**config.mk**
```make
export PLATFORM = sky130hd
export DESIGN_NAME = simd_completion_tracker
export DESIGN_NICKNAME = d
export VERILOG_FILES = /design/src/source/simd_pkg.sv /design/src/source/simd_completion_tracker.sv /design/src/source/simd_delay_line.sv
export VERILOG_INCLUDE_DIRS = /design/src /design/src/source
export SDC_FILE = /design/constraint.sdc
export NUM_CORES = 2
export LEC_CHECK = 0
export BUFFER_PORTS_ARGS = -buffer_cell sky130_fd_sc_hd__buf_2
export CORE_MARGIN = 3
export CORE_UTILIZATION = 30
export CTS_BUF_LIST = sky130_fd_sc_hd__clkbuf_4 sky130_fd_sc_hd__clkbuf_8
export DETAILED_ROUTE_END_ITERATION = 7
export SLEW_MARGIN = 10
export SYNTH_ARGS = -nofsm -noshare
export SYNTH_HDL_FRONTEND = slang
export SYNTH_SLANG_ARGS = --single-unit
```
**constraint.sdc**
```tcl
create_clock -name clk_i -period 3.9 [get_ports clk_i]
set_input_delay 0.78 -clock clk_i [delete_from_list [all_inputs] [get_ports clk_i]]
set_output_delay 0.78 -clock clk_i [all_outputs]
set_load 0.01 [all_outputs]
```
**src/source/simd_consts.svh**
```systemverilog
`ifndef SIMD_CONSTS_SVH
`define SIMD_CONSTS_SVH

// Vector register geometry
`define SIMD_VLEN       128
`define SIMD_LANE_W     64
`define SIMD_LANES      2
`define SIMD_XLEN       64  // Scalar operand width

// Latency per class, in cycles from issue edge to writeback edge
`define SIMD_LAT_ALU    1
`define SIMD_LAT_MUL    2
`define SIMD_LAT_MUL64  3

// Field widths
`define SIMD_DEST_W     5
`define SIMD_MASK_W     16  // One bit per SEW_8 element
`define SIMD_OP_W       3
`define SIMD_SEW_W      2
`define SIMD_SRC_W      2

`endif

```
**src/source/simd_pkg.sv**
```systemverilog
`default_nettype none
`include "simd_consts.svh"

package simd_pkg;

    typedef enum logic [`SIMD_SEW_W-1:0] {
        SEW_8,
        SEW_16,
        SEW_32,
        SEW_64
    } sew_e;

    typedef enum logic [`SIMD_OP_W-1:0] {
        OP_ADD,
        OP_SUB,
        OP_AND,
        OP_OR,
        OP_XOR,
        OP_MUL,
        OP_MV_X_S,  // vmv.x.s
        OP_EXT      // Extract element rs1
    } simd_op_e;

    typedef enum logic [`SIMD_SRC_W-1:0] {
        SRC_VV,
        SRC_VX,
        SRC_VI
    } src_sel_e;

    typedef logic [`SIMD_VLEN-1:0] vreg_t;
    typedef logic [`SIMD_LANE_W-1:0] lane_word_t;
    typedef lane_word_t [`SIMD_LANES-1:0] lane_words_t;

    typedef struct packed {
        logic                    valid;
        simd_op_e                op;
        sew_e                    sew;
        src_sel_e                src_sel;
        logic                    use_mask;
        logic [`SIMD_DEST_W-1:0] dest;
        vreg_t                   vs1;
        vreg_t                   vs2;
        vreg_t                   old_vd;
        logic [`SIMD_MASK_W-1:0] vm;
        logic [`SIMD_XLEN-1:0]   rs1;
        logic [`SIMD_XLEN-1:0]   imm;
    } simd_issue_t;

    // Fields needed at retirement
    typedef struct packed {
        logic                    valid;
        simd_op_e                op;
        sew_e                    sew;
        logic                    use_mask;
        logic [`SIMD_DEST_W-1:0] dest;
        vreg_t                   vs2;
        vreg_t                   old_vd;
        logic [`SIMD_MASK_W-1:0] vm;
        logic [`SIMD_XLEN-1:0]   rs1;
    } exe_ctrl_t;

    typedef enum logic [1:0] {
        RET_NONE,
        RET_ALU,
        RET_MUL,
        RET_MUL64
    } retire_sel_e;

    typedef struct packed {
        logic                    valid;
        logic [`SIMD_DEST_W-1:0] dest;
        vreg_t                   vresult;
    } simd_vec_wb_t;

    typedef struct packed {
        logic                    valid;
        logic [`SIMD_DEST_W-1:0] dest;
        logic [`SIMD_XLEN-1:0]   result;
    } simd_scalar_wb_t;

endpackage

`default_nettype wire

```
**src/source/simd_completion_tracker.sv**
```systemverilog
`default_nettype none
`include "simd_consts.svh"

module simd_completion_tracker
    import simd_pkg::*;
(
    input  wire              clk_i,
    input  wire              rstn_i,
    input  wire simd_issue_t issue_i,
    output retire_sel_e      retire_sel_o,
    output exe_ctrl_t        retire_ctrl_o
);

    logic      is_mul;
    logic      is_mul64;
    exe_ctrl_t issue_ctrl;
    exe_ctrl_t alu_in;
    exe_ctrl_t mul_in;
    exe_ctrl_t mul64_in;
    exe_ctrl_t alu_taps   [`SIMD_LAT_ALU];
    exe_ctrl_t mul_taps   [`SIMD_LAT_MUL];
    exe_ctrl_t mul64_taps [`SIMD_LAT_MUL64];
    exe_ctrl_t alu_last;
    exe_ctrl_t mul_last;
    exe_ctrl_t mul64_last;

    assign is_mul   = (issue_i.op == OP_MUL);
    assign is_mul64 = is_mul && (issue_i.sew == SEW_64);

    always_comb begin
        issue_ctrl.valid    = issue_i.valid;
        issue_ctrl.op       = issue_i.op;
        issue_ctrl.sew      = issue_i.sew;
        issue_ctrl.use_mask = issue_i.use_mask;
        issue_ctrl.dest     = issue_i.dest;
        issue_ctrl.vs2      = issue_i.vs2;
        issue_ctrl.old_vd   = issue_i.old_vd;
        issue_ctrl.vm       = issue_i.vm;
        issue_ctrl.rs1      = issue_i.rs1;
    end

    // Only the matching latency class sees the instruction
    assign alu_in   = (issue_i.valid && !is_mul) ? issue_ctrl : '0;
    assign mul_in   = (issue_i.valid && is_mul && !is_mul64) ? issue_ctrl : '0;
    assign mul64_in = (issue_i.valid && is_mul64) ? issue_ctrl : '0;

    simd_delay_line #(.T(exe_ctrl_t), .DEPTH(`SIMD_LAT_ALU)) alu_line_i (
        .clk_i  (clk_i),
        .rstn_i (rstn_i),
        .in_i   (alu_in),
        .taps_o (alu_taps)
    );

    simd_delay_line #(.T(exe_ctrl_t), .DEPTH(`SIMD_LAT_MUL)) mul_line_i (
        .clk_i  (clk_i),
        .rstn_i (rstn_i),
        .in_i   (mul_in),
        .taps_o (mul_taps)
    );

    simd_delay_line #(.T(exe_ctrl_t), .DEPTH(`SIMD_LAT_MUL64)) mul64_line_i (
        .clk_i  (clk_i),
        .rstn_i (rstn_i),
        .in_i   (mul64_in),
        .taps_o (mul64_taps)
    );

    assign alu_last   = alu_taps[`SIMD_LAT_ALU-1];
    assign mul_last   = mul_taps[`SIMD_LAT_MUL-1];
    assign mul64_last = mul64_taps[`SIMD_LAT_MUL64-1];

    // Longest latency wins if the issuer ever collides
    always_comb begin
        retire_sel_o  = RET_NONE;
        retire_ctrl_o = '0;
        if (mul64_last.valid) begin
            retire_sel_o  = RET_MUL64;
            retire_ctrl_o = mul64_last;
        end else if (mul_last.valid) begin
            retire_sel_o  = RET_MUL;
            retire_ctrl_o = mul_last;
        end else if (alu_last.valid) begin
            retire_sel_o  = RET_ALU;
            retire_ctrl_o = alu_last;
        end
    end

    a_no_retire_collision: assert property (@(posedge clk_i) disable iff (!rstn_i)
        $onehot0({alu_last.valid, mul_last.valid, mul64_last.valid}));

    a_sel_none_when_idle: assert property (@(posedge clk_i) disable iff (!rstn_i)
        !retire_ctrl_o.valid |-> (retire_sel_o == RET_NONE));

endmodule

`default_nettype wire

```
**src/source/simd_delay_line.sv**
```systemverilog
`default_nettype none

module simd_delay_line #(
    parameter type T     = logic,
    parameter int  DEPTH = 1
) (
    input  wire  clk_i,
    input  wire  rstn_i,
    input  wire  T in_i,
    output T     taps_o [DEPTH]
);

    // Tap k holds the input from k+1 cycles ago
    always_ff @(posedge clk_i or negedge rstn_i) begin
        if (!rstn_i) begin
            for (int k = 0; k < DEPTH; k++) begin
                taps_o[k] <= '0;
            end
        end else begin
            taps_o[0] <= in_i;
            for (int k = 1; k < DEPTH; k++) begin
                taps_o[k] <= taps_o[k-1];
            end
        end
    end

endmodule

`default_nettype wire

```
==> flow_summary.toml <==
[outcome]
status = "finished clean"

[synth]
syn_inst = 4951
mappedNetlistArea_sq_um = 70300
synth_most_common_cell = "dfrtp_1"
synth_top_area_frac = 0.744
synth_edf_count = 0
synth.distinct_cells = 23
synth_flop_cell = "dfrtp_1"
ys_ff_latch = 2088
ys_seq_area_frac = 0.744
synth-async-reset-ratio = 1.00
syn_avg_cell_area_sq_um = 14.2
yosys_warnings = 0
yosys.area.top_type = "dfrtp_1"
synth_common_cells = "dfrtp_1, a21oi_1, and3_1, nor2b_1"
yosys-top-cells-area = "dfrtp_1, and3_1, a21oi_1"

[timing]
setup_viol = 0
slew_headroom = 0.116
rsz0062_at_grt = "false"
period_share = 0.931
drv_slew = 0
finClkSkew_ns = 0.0865
max_slew.worst_pin.slew_ns = 1.33
finalHoldViolCount = 0
fin_setup_tns_ns = 0
period_minus_slack_ns = 3.63
fmaxAchievable_mhz = 275

[worst_setup_path]
cp.buffers_inverters = 3
worstPathRequired_ns = 3.12
reg2reg_slack_ns = 3.36
cp-end-kind = "output pin"
crit_chain = "buf_12 -> buf_12 -> nand3b_1 -> a21oi_1 -> buf_2"
crit_top_cell = "buf_12"
crit_slowest_cell = "dfrtp_4"
worst-path-max-fanout = 92
crit_arrival_ns = 2.85
setup.worst_path.class = "flip-flop to output pin"
slowest_delay_ns = 0.58
start_kind = "flip-flop"
critPathTopFamily = "buffers and inverters"

[clock_network]
clkTransAtPathRegs_ns = 0.06
cts_tree = "built"
cts-htree-levels = 5
cts_root_buf = "clkbuf_8"
clock_sinks = 2088
clk_path_buf_depth = 4
clkLatencyLatePin_ns = 1.05
cts_buffers = 348

[finish]
seqCellArea_sq_um = 52300
multiInputGateArea_sq_um = 15700
nets = 6651
fill_cells = 22000
drive_above_1_share = 0.231
final_area_sq_um = 88300
area.growth.synth_to_final_pct = 25.6

[floorplanning]
die_y_um = 490
die_w_um = 490
rows = 177
start_util = 0.302
ioPinCount = 894
core_area_sq_um = 233000
die_area_sq_um = 240000

[pwr]
ir_worst_vdd_v = 0.000294
p_per_area_nw_per_um2 = 502
leakage_uw = 0.0473

[drt]
drt_iter0_drc = 2155
vias = 42800
totalWireLength_um = 183000
via_per_inst = 4.50
wire_per_inst_um = 19.2
postRouteAntennaNets = 0
drc = 0
firstDrtPassIters = 6

[placed_design]
dpl.hpwl_um = 109000
place_area_sq_um = 77300
io_buffers = 699
gp_congestion = 0.793

[global_route]
grt_use_total = 0.151
grt_first_pass_wirelength_um = 283000
grt_pass1_vias = 45400
grt_overflow = 0
grt_max_degree = 198
antenna_found_initial = 42

[flow_run]
cap_violations = 0

[hold_path]
holdCritPathClass = "flip-flop to flip-flop"
## final timing paths
kind | startpoint | end | cells past startpoint
min reg2reg | mul64_line_i.taps_o[590]$_DFF_PN0_ | mul64_line_i.taps_o[242]$_DFF_PN0_ | 0
max in group asynchronous | rstn_i | mul_line_i.taps_o[93]$_DFF_PN0_ | 3
min | mul64_line_i.taps_o[590]$_DFF_PN0_ | mul64_line_i.taps_o[242]$_DFF_PN0_ | 0
min in group asynchronous | rstn_i | mul64_line_i.taps_o[981]$_DFF_PN0_ | 2
max reg2reg | mul64_line_i.taps_o[699]$_DFF_PN0_ | mul64_line_i.taps_o[351]$_DFF_PN0_ | 0
max | mul_line_i.taps_o[347]$_DFF_PN0_ | retire_ctrl_o[82] | 5
## layout make-up
class,instances,area share
multi-input combinational,2440,0.178
inverter,1,0.0000425
tap,3132,0.0444
clock buffer,532,0.0747
antenna,36,0.00102
sequential,2088,0.592
clock inverter,47,0.00641
timing repair buffer,1228,0.103
## flip-flops by register name, summed over array words and instances (netlist names)
signal               cells
alu_line_i.taps_o      348
mul64_line_i.taps_o   1044
mul_line_i.taps_o      696
## logic make-up after synthesis
family / count (synthesis) / share of synthesized area
AO/OA/AOI/OAI: 695 / 0.0495
buffers and inverters: 424 / 0.0334
flip-flops: 2088 / 0.744
other: 1 / 0.0000534
AND/OR/NAND/NOR: 1743 / 0.174
## where the power goes
group | switching (uW) | leakage (uW) | internal [uW] | total (uW)
sequential | 93.4 | 0.0287 | 22000 | 22100
clock | 8280 | 0.00381 | 11400 | 19700
combinational | 1580 | 0.0147 | 939 | 2520
## cell usage in the layout (no fill, tap or decap), types with 6 or more instances in the layout
| cell type | instances |
|---|---|
| diode_2 | 36 |
| clkbuf_4 | 116 |
| a21oi_1 | 693 |
| buf_2 | 697 |
| clkbuf_8 | 416 |
| nor2_1 | 8 |
| buf_4 | 120 |
| nand3b_1 | 347 |
| clkinv_2 | 26 |
| clkinvlp_4 | 6 |
| dlygate4sd3_1 | 349 |
| nor2b_1 | 348 |
| and3b_1 | 346 |
| buf_12 | 59 |
| bufinv_16 | 11 |
| dfrtp_1 | 2085 |
| and3_1 | 684 |
## repair_timing
| action | in CTS | in global routing |
|---|---|---|
| setup buffers | 14 | 0 |
| gates resized for setup | 2 | 0 |
| hold buffers | 349 | 0 |
| setup endpoints to repair | 216 | 0 |
| hold endpoints to repair | 1093 | 0 |
## per-stage QoR
stage | cells | total power, uW | util | setup WS, ns | hold WS [ns]
finish | 9504 | 44300 | 0.379 | 0.269 | 0.278
global route | 9496 | 46300 | 0.379 | 0.0883 | 0.260
CTS | 9468 | 45000 | 0.379 | 0.137 | 0.250
detailed placement | 8526 | 24700 | 0.332 | 0.932 | 0.335
global placement | 8526 | 24700 | 0.332 | 0.947 | 0.331
floorplan | 4952 | 23300 | - | 1.89 | 0.331
## routing by layer
layer / global-route usage / routed length [um]
met1: 0.192 / 76500
met2: 0.246 / 88400
met3: 0.0451 / 12800
met4: 0.0524 / 4980
met5: 0 / 48
(Power assumes the default switching activity.)
