[src/source/simd_consts.svh]
`ifndef SIMD_CONSTS_SVH
`define SIMD_CONSTS_SVH

// Vector register geometry
`define SIMD_VLEN       128
`define SIMD_LANE_W     64
`define SIMD_LANES      2
`define SIMD_XLEN       64  // Scalar operand width

// Latency per class, in cycles from issue edge to writeback edge
`define SIMD_LAT_ALU    1
`define SIMD_LAT_MUL    2
`define SIMD_LAT_MUL64  3

// Field widths
`define SIMD_DEST_W     5
`define SIMD_MASK_W     16  // One bit per SEW_8 element
`define SIMD_OP_W       3
`define SIMD_SEW_W      2
`define SIMD_SRC_W      2

`endif

[src/source/simd_pkg.sv]
`default_nettype none
`include "simd_consts.svh"

package simd_pkg;

    typedef enum logic [`SIMD_SEW_W-1:0] {
        SEW_8,
        SEW_16,
        SEW_32,
        SEW_64
    } sew_e;

    typedef enum logic [`SIMD_OP_W-1:0] {
        OP_ADD,
        OP_SUB,
        OP_AND,
        OP_OR,
        OP_XOR,
        OP_MUL,
        OP_MV_X_S,  // vmv.x.s
        OP_EXT      // Extract element rs1
    } simd_op_e;

    typedef enum logic [`SIMD_SRC_W-1:0] {
        SRC_VV,
        SRC_VX,
        SRC_VI
    } src_sel_e;

    typedef logic [`SIMD_VLEN-1:0] vreg_t;
    typedef logic [`SIMD_LANE_W-1:0] lane_word_t;
    typedef lane_word_t [`SIMD_LANES-1:0] lane_words_t;

    typedef struct packed {
        logic                    valid;
        simd_op_e                op;
        sew_e                    sew;
        src_sel_e                src_sel;
        logic                    use_mask;
        logic [`SIMD_DEST_W-1:0] dest;
        vreg_t                   vs1;
        vreg_t                   vs2;
        vreg_t                   old_vd;
        logic [`SIMD_MASK_W-1:0] vm;
        logic [`SIMD_XLEN-1:0]   rs1;
        logic [`SIMD_XLEN-1:0]   imm;
    } simd_issue_t;

    // Fields needed at retirement
    typedef struct packed {
        logic                    valid;
        simd_op_e                op;
        sew_e                    sew;
        logic                    use_mask;
        logic [`SIMD_DEST_W-1:0] dest;
        vreg_t                   vs2;
        vreg_t                   old_vd;
        logic [`SIMD_MASK_W-1:0] vm;
        logic [`SIMD_XLEN-1:0]   rs1;
    } exe_ctrl_t;

    typedef enum logic [1:0] {
        RET_NONE,
        RET_ALU,
        RET_MUL,
        RET_MUL64
    } retire_sel_e;

    typedef struct packed {
        logic                    valid;
        logic [`SIMD_DEST_W-1:0] dest;
        vreg_t                   vresult;
    } simd_vec_wb_t;

    typedef struct packed {
        logic                    valid;
        logic [`SIMD_DEST_W-1:0] dest;
        logic [`SIMD_XLEN-1:0]   result;
    } simd_scalar_wb_t;

endpackage

`default_nettype wire

[src/source/simd_operand_expand.sv]
`default_nettype none
`include "simd_consts.svh"

module simd_operand_expand
    import simd_pkg::*;
(
    input  wire simd_issue_t issue_i,
    output lane_words_t      vs1_lanes_o,
    output lane_words_t      vs2_lanes_o
);

    logic [`SIMD_XLEN-1:0] scalar_src;
    vreg_t                 replicated;
    vreg_t                 vs1_full;

    assign scalar_src = (issue_i.src_sel == SRC_VI) ? issue_i.imm : issue_i.rs1;

    // Broadcast the low SEW bits of the scalar to every element
    always_comb begin
        case (issue_i.sew)
            SEW_8: begin
                replicated = {(`SIMD_VLEN/8){scalar_src[7:0]}};
            end
            SEW_16: begin
                replicated = {(`SIMD_VLEN/16){scalar_src[15:0]}};
            end
            SEW_32: begin
                replicated = {(`SIMD_VLEN/32){scalar_src[31:0]}};
            end
            default: begin
                replicated = {(`SIMD_VLEN/64){scalar_src[63:0]}};
            end
        endcase
    end

    assign vs1_full = (issue_i.src_sel == SRC_VV) ? issue_i.vs1 : replicated;

    // Lane 0 takes the low word
    always_comb begin
        for (int l = 0; l < `SIMD_LANES; l++) begin
            vs1_lanes_o[l] = vs1_full[l*`SIMD_LANE_W +: `SIMD_LANE_W];
            vs2_lanes_o[l] = issue_i.vs2[l*`SIMD_LANE_W +: `SIMD_LANE_W];
        end
    end

endmodule

`default_nettype wire

[config.mk]
export PLATFORM = sky130hd
export DESIGN_NAME = simd_operand_expand
export DESIGN_NICKNAME = d
export VERILOG_FILES = /design/src/source/simd_pkg.sv /design/src/source/simd_operand_expand.sv
export VERILOG_INCLUDE_DIRS = /design/src /design/src/source
export SDC_FILE = /design/constraint.sdc
export NUM_CORES = 1
export LEC_CHECK = 0
export BUFFER_PORTS_ARGS = -buffer_cell sky130_fd_sc_hd__buf_2
export CAP_MARGIN = 20
export CORE_AREA = 2 2 307 309
export DETAILED_ROUTE_END_ITERATION = 8
export DIE_AREA = 0 0 309 311
export GPL_ROUTABILITY_DRIVEN = 0
export GPL_TIMING_DRIVEN = 0
export SLEW_MARGIN = 20
export SYNTH_ARGS = -nofsm -noshare
export SYNTH_HDL_FRONTEND = slang
export SYNTH_SLANG_ARGS = --single-unit
[constraint.sdc]
create_clock -name vclk -period 3
set_clock_uncertainty 0.05 [all_clocks]
set_input_delay 0.6 -clock vclk [all_inputs]
set_output_delay 0.6 -clock vclk [all_outputs]
set_load 0.02 [all_outputs]
==> impl_metrics.csv, run 1 <==
group,metric,value,unit
outcome,status,"complete, no violations",
yosys,synth-seq-area-share,0,
route,drt-initial-drc-count,358,
sta,finalHoldViolCount,0,
route,ant_nets,0,
die,design.core.area,0.0928,sq mm
route,vias,7120,
sta,drv_slew,0,
sta,slew_headroom,0.577,
yosys,yosys_warnings,0,
route,via_per_inst,2.95,
yosys,synth_compound_area_frac,0.327,
layout,area_growth,122,%
route,wire_per_inst,27.3,um
grt,grt_pass1_vias,6846,
sta,setup_viol,0,
worst_setup_path,worst-endpoint-required,2.35,ns
placed_design,hpwlAfterDp,61.0,mm
yosys,yosys-top-cells-count,"nand2_1, buf_4, a21oi_1",
die,num_io_pins,798,
yosys,synthMuxAreaShare,0.0781,
worst_setup_path,path_buf_inv,3,
worst_setup_path,crit_path_end,"vs1_lanes_o[103]",
layout,final_layout_size_suffix_gt1_frac,0.672,
worst_setup_path,max_stage_delay,0.49,ns
yosys,synthSimpleGateAreaFrac,0.279,
yosys,syn_inst,618,
grt,overflow,0,
worst_setup_path,slowest_stage,"and2_1",
die,die_h,311,um
yosys,syn_area,0.00389,sq mm
yosys,synth_xor_area_frac,0,
yosys,syn_nets,1160,
yosys,synth.top_cells.by_area,"buf_4, nand2_1, a21o_1",
layout,n_clock_buffer,0,
worst_setup_path,cp.depth,7,
yosys,ys_types,42,
power_and_ir_drop,peakVddDrop,0.000113,V
grt,gr-usage-all-layers,0.129,
sta,grt_setup_unrepaired,"yes",
worst_setup_path,critPathArrivalTime,2.35,ns
route,drt-pass1-iter-count,5,
worst_setup_path,end_kind,"output pin",
yosys,synth_top_family_by_area,"compound AO/OA/AOI/OAI gates",
yosys,syn_area_per_cell,6.30,sq um
grt,grt_max_degree,13,
yosys,yosys.cell_count.top_type,"nand2_1",
worst_setup_path,startpoint,"issue_i[534]",
cts,ctsHoldBuffers,0,
yosys,yosysTopAreaCell,"buf_4",
hold_path,hp-class,"primary input to output pin",
sta,setup_tns,0,ns
grt,antenna_found_initial,63,
power_and_ir_drop,p_leak,4.38,nW
worst_setup_path,crit_path_cell_trace,"buf_6, buf_4, nand3b_1, and2_1, a21oi_1, a21o_1, buf_2",
die,die_x,309,um
worst_setup_path,worstSetupPathType,"primary input to output pin",
sta,max_freq,0.334,GHz
yosys,synth_top_area_frac,0.252,
layout,fill_cells,11000,
layout,layout.nets,1687,
die,start_util,0.0420,
die,rows,112,
placed_design,numPortBuffers,514,
grt,grt_pass1_wl,77.6,mm
hold_path,hold_depth,2,
yosys,synth_fa_ha_area_frac,0,
sta,post-route-min-period,3.00,ns
worst_setup_path,startpoint_type,"primary input",
worst_setup_path,cp_top_family,"simple AND/OR/NAND/NOR gates",
power_and_ir_drop,p_per_area,227,mW/mm^2
sta,period_share,0.998,
route,drt_wl_total,65.8,mm
job,drv_cap,0,
layout,seq_cell_count,0,
worst_setup_path,path_max_fanout,10,
route,drc,0,
power_and_ir_drop,power.total,1.96,mW
layout,regArea,0,sq um
sta,tightest_slew,0.633,ns
die,die_area,0.0961,sq mm
==> cell families after synthesis <==
| group | count (synthesis) |
|---|---|
| AND/OR/NAND/NOR | 252 |
| buffers and inverters | 178 |
| AO/OA/AOI/OAI | 166 |
| multiplexers | 22 |
==> metal layers <==
metal / track usage / vias to the layer above / share of wire
li1: - / 3089 / -
met1: 0.154 / 3244 / 0.41
met2: 0.208 / 600 / 0.43
met3: 0.0620 / 137 / 0.12
met4: 0.0254 / 50 / 0.026
met5: 0 / - / 0.0053
==> how the worst min path moves through the flow <==
stage | endpoint | slack (ns) | startpoint
after CTS | vs2_lanes_o[23] | 1.37 | issue_i[295]
after global placement | vs2_lanes_o[50] | 1.37 | issue_i[322]
after global routing | vs2_lanes_o[22] | 1.37 | issue_i[294]
after detailed placement | vs2_lanes_o[23] | 1.37 | issue_i[295]
final | vs2_lanes_o[114] | 1.37 | issue_i[386]
after floorplan | vs2_lanes_o[0] | 1.26 | issue_i[272]
==> layout by cell type (no fill, tap or decap), drive strengths merged <==
cell / n
nor4: 2
nor3b: 1
nand2b: 3
mux2i: 9
or2: 2
o221a: 1
clkbuf: 16
and3: 1
inv: 2
a2111oi: 6
mux2: 7
mux4: 6
buf: 685
nand3: 1
nand2: 190
o21a: 7
a22o: 29
o21ai: 7
a211o: 2
a21oi: 42
o31ai: 1
a22oi: 7
a222oi: 7
a221o: 6
a211oi: 3
a21o: 38
nor2b: 1
nor2: 22
and2: 3
nand3b: 26
a221oi: 9
diode: 13
a21boi: 1
==> final cells by class <==
type                            count  area [sq um]  share of cell area
Multi-Input combinational cell    440          3010               0.348
Timing Repair Buffer              528          2730               0.315
Buffer                            173          1300               0.151
Inverter                            2          7.51            0.000868
Tap cell                         1254          1570               0.181
Antenna cell                       13          32.5             0.00376
==> per-stage QoR <==
step                      instances  setup slack, ns  hold WS (ns)  area [sq um]  utilization
after CTS                      2396         -0.00627          1.37          8490       0.0915
after floorplan                 618            0.389          1.26          3890            -
final                          2410          0.00459          1.37          8650       0.0933
after detailed placement       2393            -1.12          1.37          8100       0.0873
after global placement         2386            -1.61          1.37          8040       0.0866
after global routing           2406          -0.0183          1.37          8640       0.0932
==> where the power goes <==
group,switching (mW),internal [mW]
Combinational,1.26,0.701
Sequential,0,0
Clock,0,0.000000325
==> repair_timing <==
| action | CTS | global route |
|---|---|---|
| gates resized for setup | 75 | 33 |
| pin swaps | 7 | 6 |
| cloned | 0 | 0 |
| endpoints found under the setup margin | 117 | 51 |
| buffers inserted | 6 | 1 |
Note: power is estimated with default switching activity, not from simulation.
==> run 2, diff against run 1 <==
--- a/config.mk
+++ b/config.mk
@@ -8,11 +8,14 @@
 export LEC_CHECK = 0
 export BUFFER_PORTS_ARGS = -buffer_cell sky130_fd_sc_hd__buf_2
 export CAP_MARGIN = 20
-export CORE_AREA = 2 2 307 309
+export CELL_PAD_IN_SITES_DETAIL_PLACEMENT = 1
+export CELL_PAD_IN_SITES_GLOBAL_PLACEMENT = 1
+export CORE_AREA = 2 2 314 316
 export DETAILED_ROUTE_END_ITERATION = 8
-export DIE_AREA = 0 0 309 311
+export DIE_AREA = 0 0 316 318
 export GPL_ROUTABILITY_DRIVEN = 0
 export GPL_TIMING_DRIVEN = 0
+export PLACE_DENSITY_LB_ADDON = 0.1
 export SLEW_MARGIN = 20
 export SYNTH_ARGS = -nofsm -noshare
 export SYNTH_HDL_FRONTEND = slang
==> run 2 against run 1 <==
Via count fell by 6.3%. Routed wire length fell by 19%. Maximum frequency rose by 0.22%. Total power shrank 7.8%. Utilization fell by 0.47 points. Clock-buffer cell count unchanged. Final cell count up 1.4%. Hold slack is essentially flat. Flip-flop and latch count did not move. Critical path type unchanged. Highest routed layer unchanged.
==> impl_metrics.csv, run 2 (same netlist as run 1, synthesis figures left out) <==
group,metric,value,unit
die,die_x,316,um
job,drv_cap,0,
sta,period_share,0.996,
sta,drv_slew,0,
layout,area_growth,121,%
power_and_ir_drop,peakVddDrop,0.0000425,V
layout,final_layout_size_suffix_gt1_frac,0.663,
hold_path,hp-class,"primary input to output pin",
grt,overflow,0,
sta,post-route-min-period,2.99,ns
worst_setup_path,crit_path_cell_trace,"buf_4, and2_1, nor2_2, a22oi_1, nand2_1, buf_2",
worst_setup_path,path_buf_inv,2,
layout,final_cell_mix,"buf_2, nand2_1, buf_4",
layout,n_clock_buffer,0,
layout,seq_cell_count,0,
route,vias,6673,
grt,grt_max_degree,11,
worst_setup_path,worst-endpoint-required,2.35,ns
die,start_util,0.0400,
route,drt-initial-drc-count,197,
sta,hold_slack,1.37,ns
route,drc,0,
power_and_ir_drop,p_leak,4.37,nW
worst_setup_path,critPathArrivalTime,2.34,ns
sta,grt_setup_unrepaired,"yes",
route,ant_nets,0,
layout,fill_cells,11900,
placed_design,hpwlAfterDp,47.2,mm
route,drt-pass1-iter-count,4,
worst_setup_path,path_max_fanout,10,
grt,antenna_found_initial,39,
die,design.core.area,0.0974,sq mm
layout,layout.nets,1689,
route,via_per_inst,2.73,
sta,max_freq,0.335,GHz
sta,slew_headroom,0.515,
die,die_area,0.100,sq mm
placed_design,numPortBuffers,514,
worst_setup_path,cp_top_family,"simple AND/OR/NAND/NOR gates",
worst_setup_path,max_stage_delay,0.62,ns
sta,setup_viol,0,
route,wire_per_inst,21.8,um
power_and_ir_drop,power.total,1.81,mW
layout,fin_cells,2444,
die,num_io_pins,798,
worst_setup_path,startpoint_type,"primary input",
placed_design,dp_cells,2420,
cts,ctsHoldBuffers,0,
power_and_ir_drop,p_per_area,210,mW/mm^2
layout,mostFrequentLayoutCell,"buf_2",
worst_setup_path,worstSetupPathType,"primary input to output pin",
worst_setup_path,end_kind,"output pin",
die,die_h,318,um
outcome,status,"complete, no violations",
grt,grt_pass1_wl,67.5,mm
die,rows,115,
worst_setup_path,slowest_stage,"nor2_2",
sta,tightest_slew,0.725,ns
grt,gr-usage-all-layers,0.0997,
layout,regArea,0,sq um
grt,grt_pass1_vias,7222,
sta,finalHoldViolCount,0,
route,drt_wl_total,53.2,mm
-- run 2: cell types whose count changed in the layout (fill, tap and decap cells not counted), sizes merged --
cell    previous run  this run
buf              685       686
clkbuf            16        17
diode             13        12
-- run 2: layout make-up --
type / count / area [sq um] / area share
Multi-Input combinational cell: 440 / 2950 / 0.342
Timing Repair Buffer: 529 / 2710 / 0.314
Tap cell: 1287 / 1610 / 0.187
Buffer: 174 / 1320 / 0.153
Antenna cell: 12 / 30.0 / 0.00348
Inverter: 2 / 7.51 / 0.000870
-- run 2: report_power, final --
group          internal, mW  switching [mW]   total (mW)
Sequential                0               0            0
Clock           0.000000384               0  0.000000384
Combinational         0.692            1.12         1.81
-- run 2: repair_timing --
item                                   in CTS  in global routing
endpoints found under the hold margin       0                  0
resized for setup                          75                 17
setup endpoints to repair                 113                 61
buffers inserted                           13                  1
pin swaps                                   8                  5
-- run 2: path summary, 6_finish.rpt --
| kind | start | slack (ns) | endpoint | cells past startpoint |
|---|---|---|---|---|
| setup / recovery | issue_i[536] | 0.01 | vs1_lanes_o[45] | 6 |
| hold / removal | issue_i[295] | 1.37 | vs2_lanes_o[23] | 2 |
-- run 2: layer usage --
layer	track usage	routed length, um	part of all wire	up-vias
met5	0	237	0.0045	-
met4	0.000843	182	0.0034	38
met3	0.0393	5200	0.098	56
met2	0.178	25800	0.48	409
met1	0.118	21800	0.41	3062
li1	-	-	-	3108
-- run 2: through the flow --
step	setup TNS (ns)	worst slack, ns	utilization	instance area, sq um
after floorplan	0	0.389	-	3890
after global placement	-41.39	-1.13	0.0829	8080
after detailed placement	-38.19	-1.00	0.0832	8110
after CTS	-0.000617	-0.000617	0.0875	8530
after global routing	-0.121	-0.0316	0.0883	8600
final	0	0.0112	0.0885	8620
==> run 3, diff against run 2 <==
--- a/config.mk
+++ b/config.mk
@@ -6,13 +6,14 @@
 export SDC_FILE = /design/constraint.sdc
 export NUM_CORES = 1
 export LEC_CHECK = 0
+export ABC_AREA = 1
 export BUFFER_PORTS_ARGS = -buffer_cell sky130_fd_sc_hd__buf_2
 export CAP_MARGIN = 20
 export CELL_PAD_IN_SITES_DETAIL_PLACEMENT = 1
 export CELL_PAD_IN_SITES_GLOBAL_PLACEMENT = 1
-export CORE_AREA = 2 2 314 316
+export CORE_AREA = 2 2 311 313
 export DETAILED_ROUTE_END_ITERATION = 8
-export DIE_AREA = 0 0 316 318
+export DIE_AREA = 0 0 313 315
 export GPL_ROUTABILITY_DRIVEN = 0
 export GPL_TIMING_DRIVEN = 0
 export PLACE_DENSITY_LB_ADDON = 0.1
==> run 3 against run 2 <==
Final area increased by 1.7%. Combinational power about the same. First-iteration DRC count decreased by 15%. Final cell count increased by 8.2%. Total power increased by 0.14%. Worst setup slack improved by 0.099 ns. Flip-flop and latch count unchanged. Synthesized cell count increased by 34%. Die area decreased by 1.9%. Critical endpoint is now vs1_lanes_o[43]. Largest power group unchanged.
==> impl_metrics.csv, run 3 <==
group,metric,value,unit
outcome,status,"complete, no violations",
hold_path,worstHoldStart,"issue_i[324]",
grt,antenna_found_initial,25,
sta,post-route-worst-setup-slack,0.110,ns
sta,max_freq,0.346,GHz
sta,post-route-min-period,2.89,ns
layout,seq_cell_count,0,
yosys,yosys-top-cells-count,"nand2_1, buf_4, nand3_1",
sta,finalHoldViolCount,0,
die,die_x,313,um
yosys,syn_nets,1368,
worst_setup_path,cp_top_family,"buffers and inverters",
route,drt_wl_total,51.7,mm
worst_setup_path,path_buf_inv,7,
layout,layout.nets,1908,
sta,slew_headroom,0.661,
yosys,yosys_warnings,0,
layout,final_layout_size_suffix_gt1_frac,0.543,
sta,period_share,0.963,
die,design.core.area,0.0957,sq mm
job,drv_cap,0,
layout,final_cell_mix,"buf_2, nand2_1, buf_4",
die,start_util,0.0423,
route,wire_per_inst,19.6,um
grt,grt_max_degree,11,
yosys,ys_types,21,
sta,setup_viol,0,
power_and_ir_drop,p_leak,4.85,nW
worst_setup_path,crit_path_frequent_cell,"nand2_1",
route,ant_nets,0,
layout,area_growth,117,%
grt,overflow,0,
worst_setup_path,critPathArrivalTime,2.24,ns
placed_design,dp_cells,2618,
route,drt-initial-drc-count,167,
route,drc,0,
hold_path,hp-class,"primary input to output pin",
sta,setup_tns,0,ns
yosys,syn_area,0.00405,sq mm
route,vias,7392,
worst_setup_path,slowest_stage,"buf_8",
hold_path,min_to,"vs2_lanes_o[52]",
placed_design,hpwlAfterDp,45.4,mm
worst_setup_path,worst-endpoint-required,2.35,ns
layout,n_clock_buffer,0,
sta,drv_slew,0,
die,die_area,0.0986,sq mm
worst_setup_path,crit_path_cell_trace,"buf_2, buf_8, inv_1, nor2_4, buf_12, buf_12, buf_8, nand2_1, nand3_1, nand3_1, nand2_1, nand2_1, buf_2",
cts,ctsHoldBuffers,0,
hold_path,hold_depth,2,
yosys,synth-seq-area-share,0,
die,rows,114,
worst_setup_path,worstSetupPathType,"primary input to output pin",
placed_design,dp_slack,-0.894,ns
route,drt-pass1-iter-count,4,
layout,regArea,0,sq um
yosys,synth_top_area_frac,0.312,
grt,grt_pass1_wl,67.3,mm
worst_setup_path,startpoint_type,"primary input",
die,num_io_pins,798,
sta,grt_setup_unrepaired,"no",
grt,grt_pass1_vias,7807,
layout,mostFrequentLayoutCell,"buf_2",
layout,fin_cells,2644,
worst_setup_path,end_kind,"output pin",
yosys,synth.top_cells.by_area,"nand2_1, buf_4, nand3_1",
yosys,yosys.cell_count.top_type,"nand2_1",
power_and_ir_drop,peakVddDrop,0.0000445,V
power_and_ir_drop,p_per_area,206,mW/mm^2
grt,gr-usage-all-layers,0.0988,
worst_setup_path,path_max_fanout,10,
yosys,yosysTopAreaCell,"nand2_1",
placed_design,numPortBuffers,515,
route,via_per_inst,2.80,
sta,tightest_slew,0.508,ns
die,die_h,315,um
worst_setup_path,max_stage_delay,0.17,ns
yosys,syn_area_per_cell,4.90,sq um
yosys,syn_inst,826,
[run 3: cell type report]
class,instances,area [sq um]
Timing Repair Buffer,538,2850
Antenna cell,4,10.0
Fill cell,11900,86900
Buffer,169,1240
Inverter,79,312
Tap cell,1276,1600
Multi-Input combinational cell,578,2760
[run 3: cells by family (layout without fill, tap and decap cells)]
family	Yosys count	after routing	share of synthesized area
AND/OR/NAND/NOR	521	521	0.556
buffers and inverters	248	786	0.359
other	0	4	0
AO/OA/AOI/OAI	57	57	0.0853
[run 3: layer usage]
metal,global-route usage,up-vias,share of wire
li1,-,3596,-
met3,0.0207,24,0.063
met5,0,-,0.0021
met2,0.180,365,0.50
met1,0.126,3391,0.44
met4,0.000326,16,0.0015
[run 3: through the flow]
step	util	hold slack, ns	cell area [sq um]	power [mW]
after floorplan	-	1.26	4050	0.916
after global routing	0.0916	1.37	8770	1.99
final	0.0917	1.37	8770	1.81
after detailed placement	0.0861	1.37	8240	1.79
after CTS	0.0911	1.37	8710	1.88
after global placement	0.0859	1.37	8220	1.79
[run 3: worst max-delay path by stage]
stage	start	endpoint	slack, ns	cells after the start
after floorplan	issue_i[536]	vs1_lanes_o[61]	0.70	7
after global placement	issue_i[534]	vs1_lanes_o[26]	-0.92	7
after detailed placement	issue_i[535]	vs1_lanes_o[63]	-0.89	9
after CTS	issue_i[534]	vs1_lanes_o[77]	-0.01	8
after global routing	issue_i[535]	vs1_lanes_o[62]	0.002	11
final	issue_i[535]	vs1_lanes_o[43]	0.11	13
[run 3: power breakdown]
part | total, mW | switching, mW | internal (mW) | leakage (nW)
Clock | 0.000000179 | 0 | 0.000000179 | 0.0000254
Sequential | 0 | 0 | 0 | 0
Combinational | 1.81 | 1.17 | 0.646 | 4.85
[run 3: what timing repair did]
action,in CTS,in global routing
gates resized for setup,80,9
buffers inserted,20,2
pin swaps,9,1
setup endpoints to repair,128,48
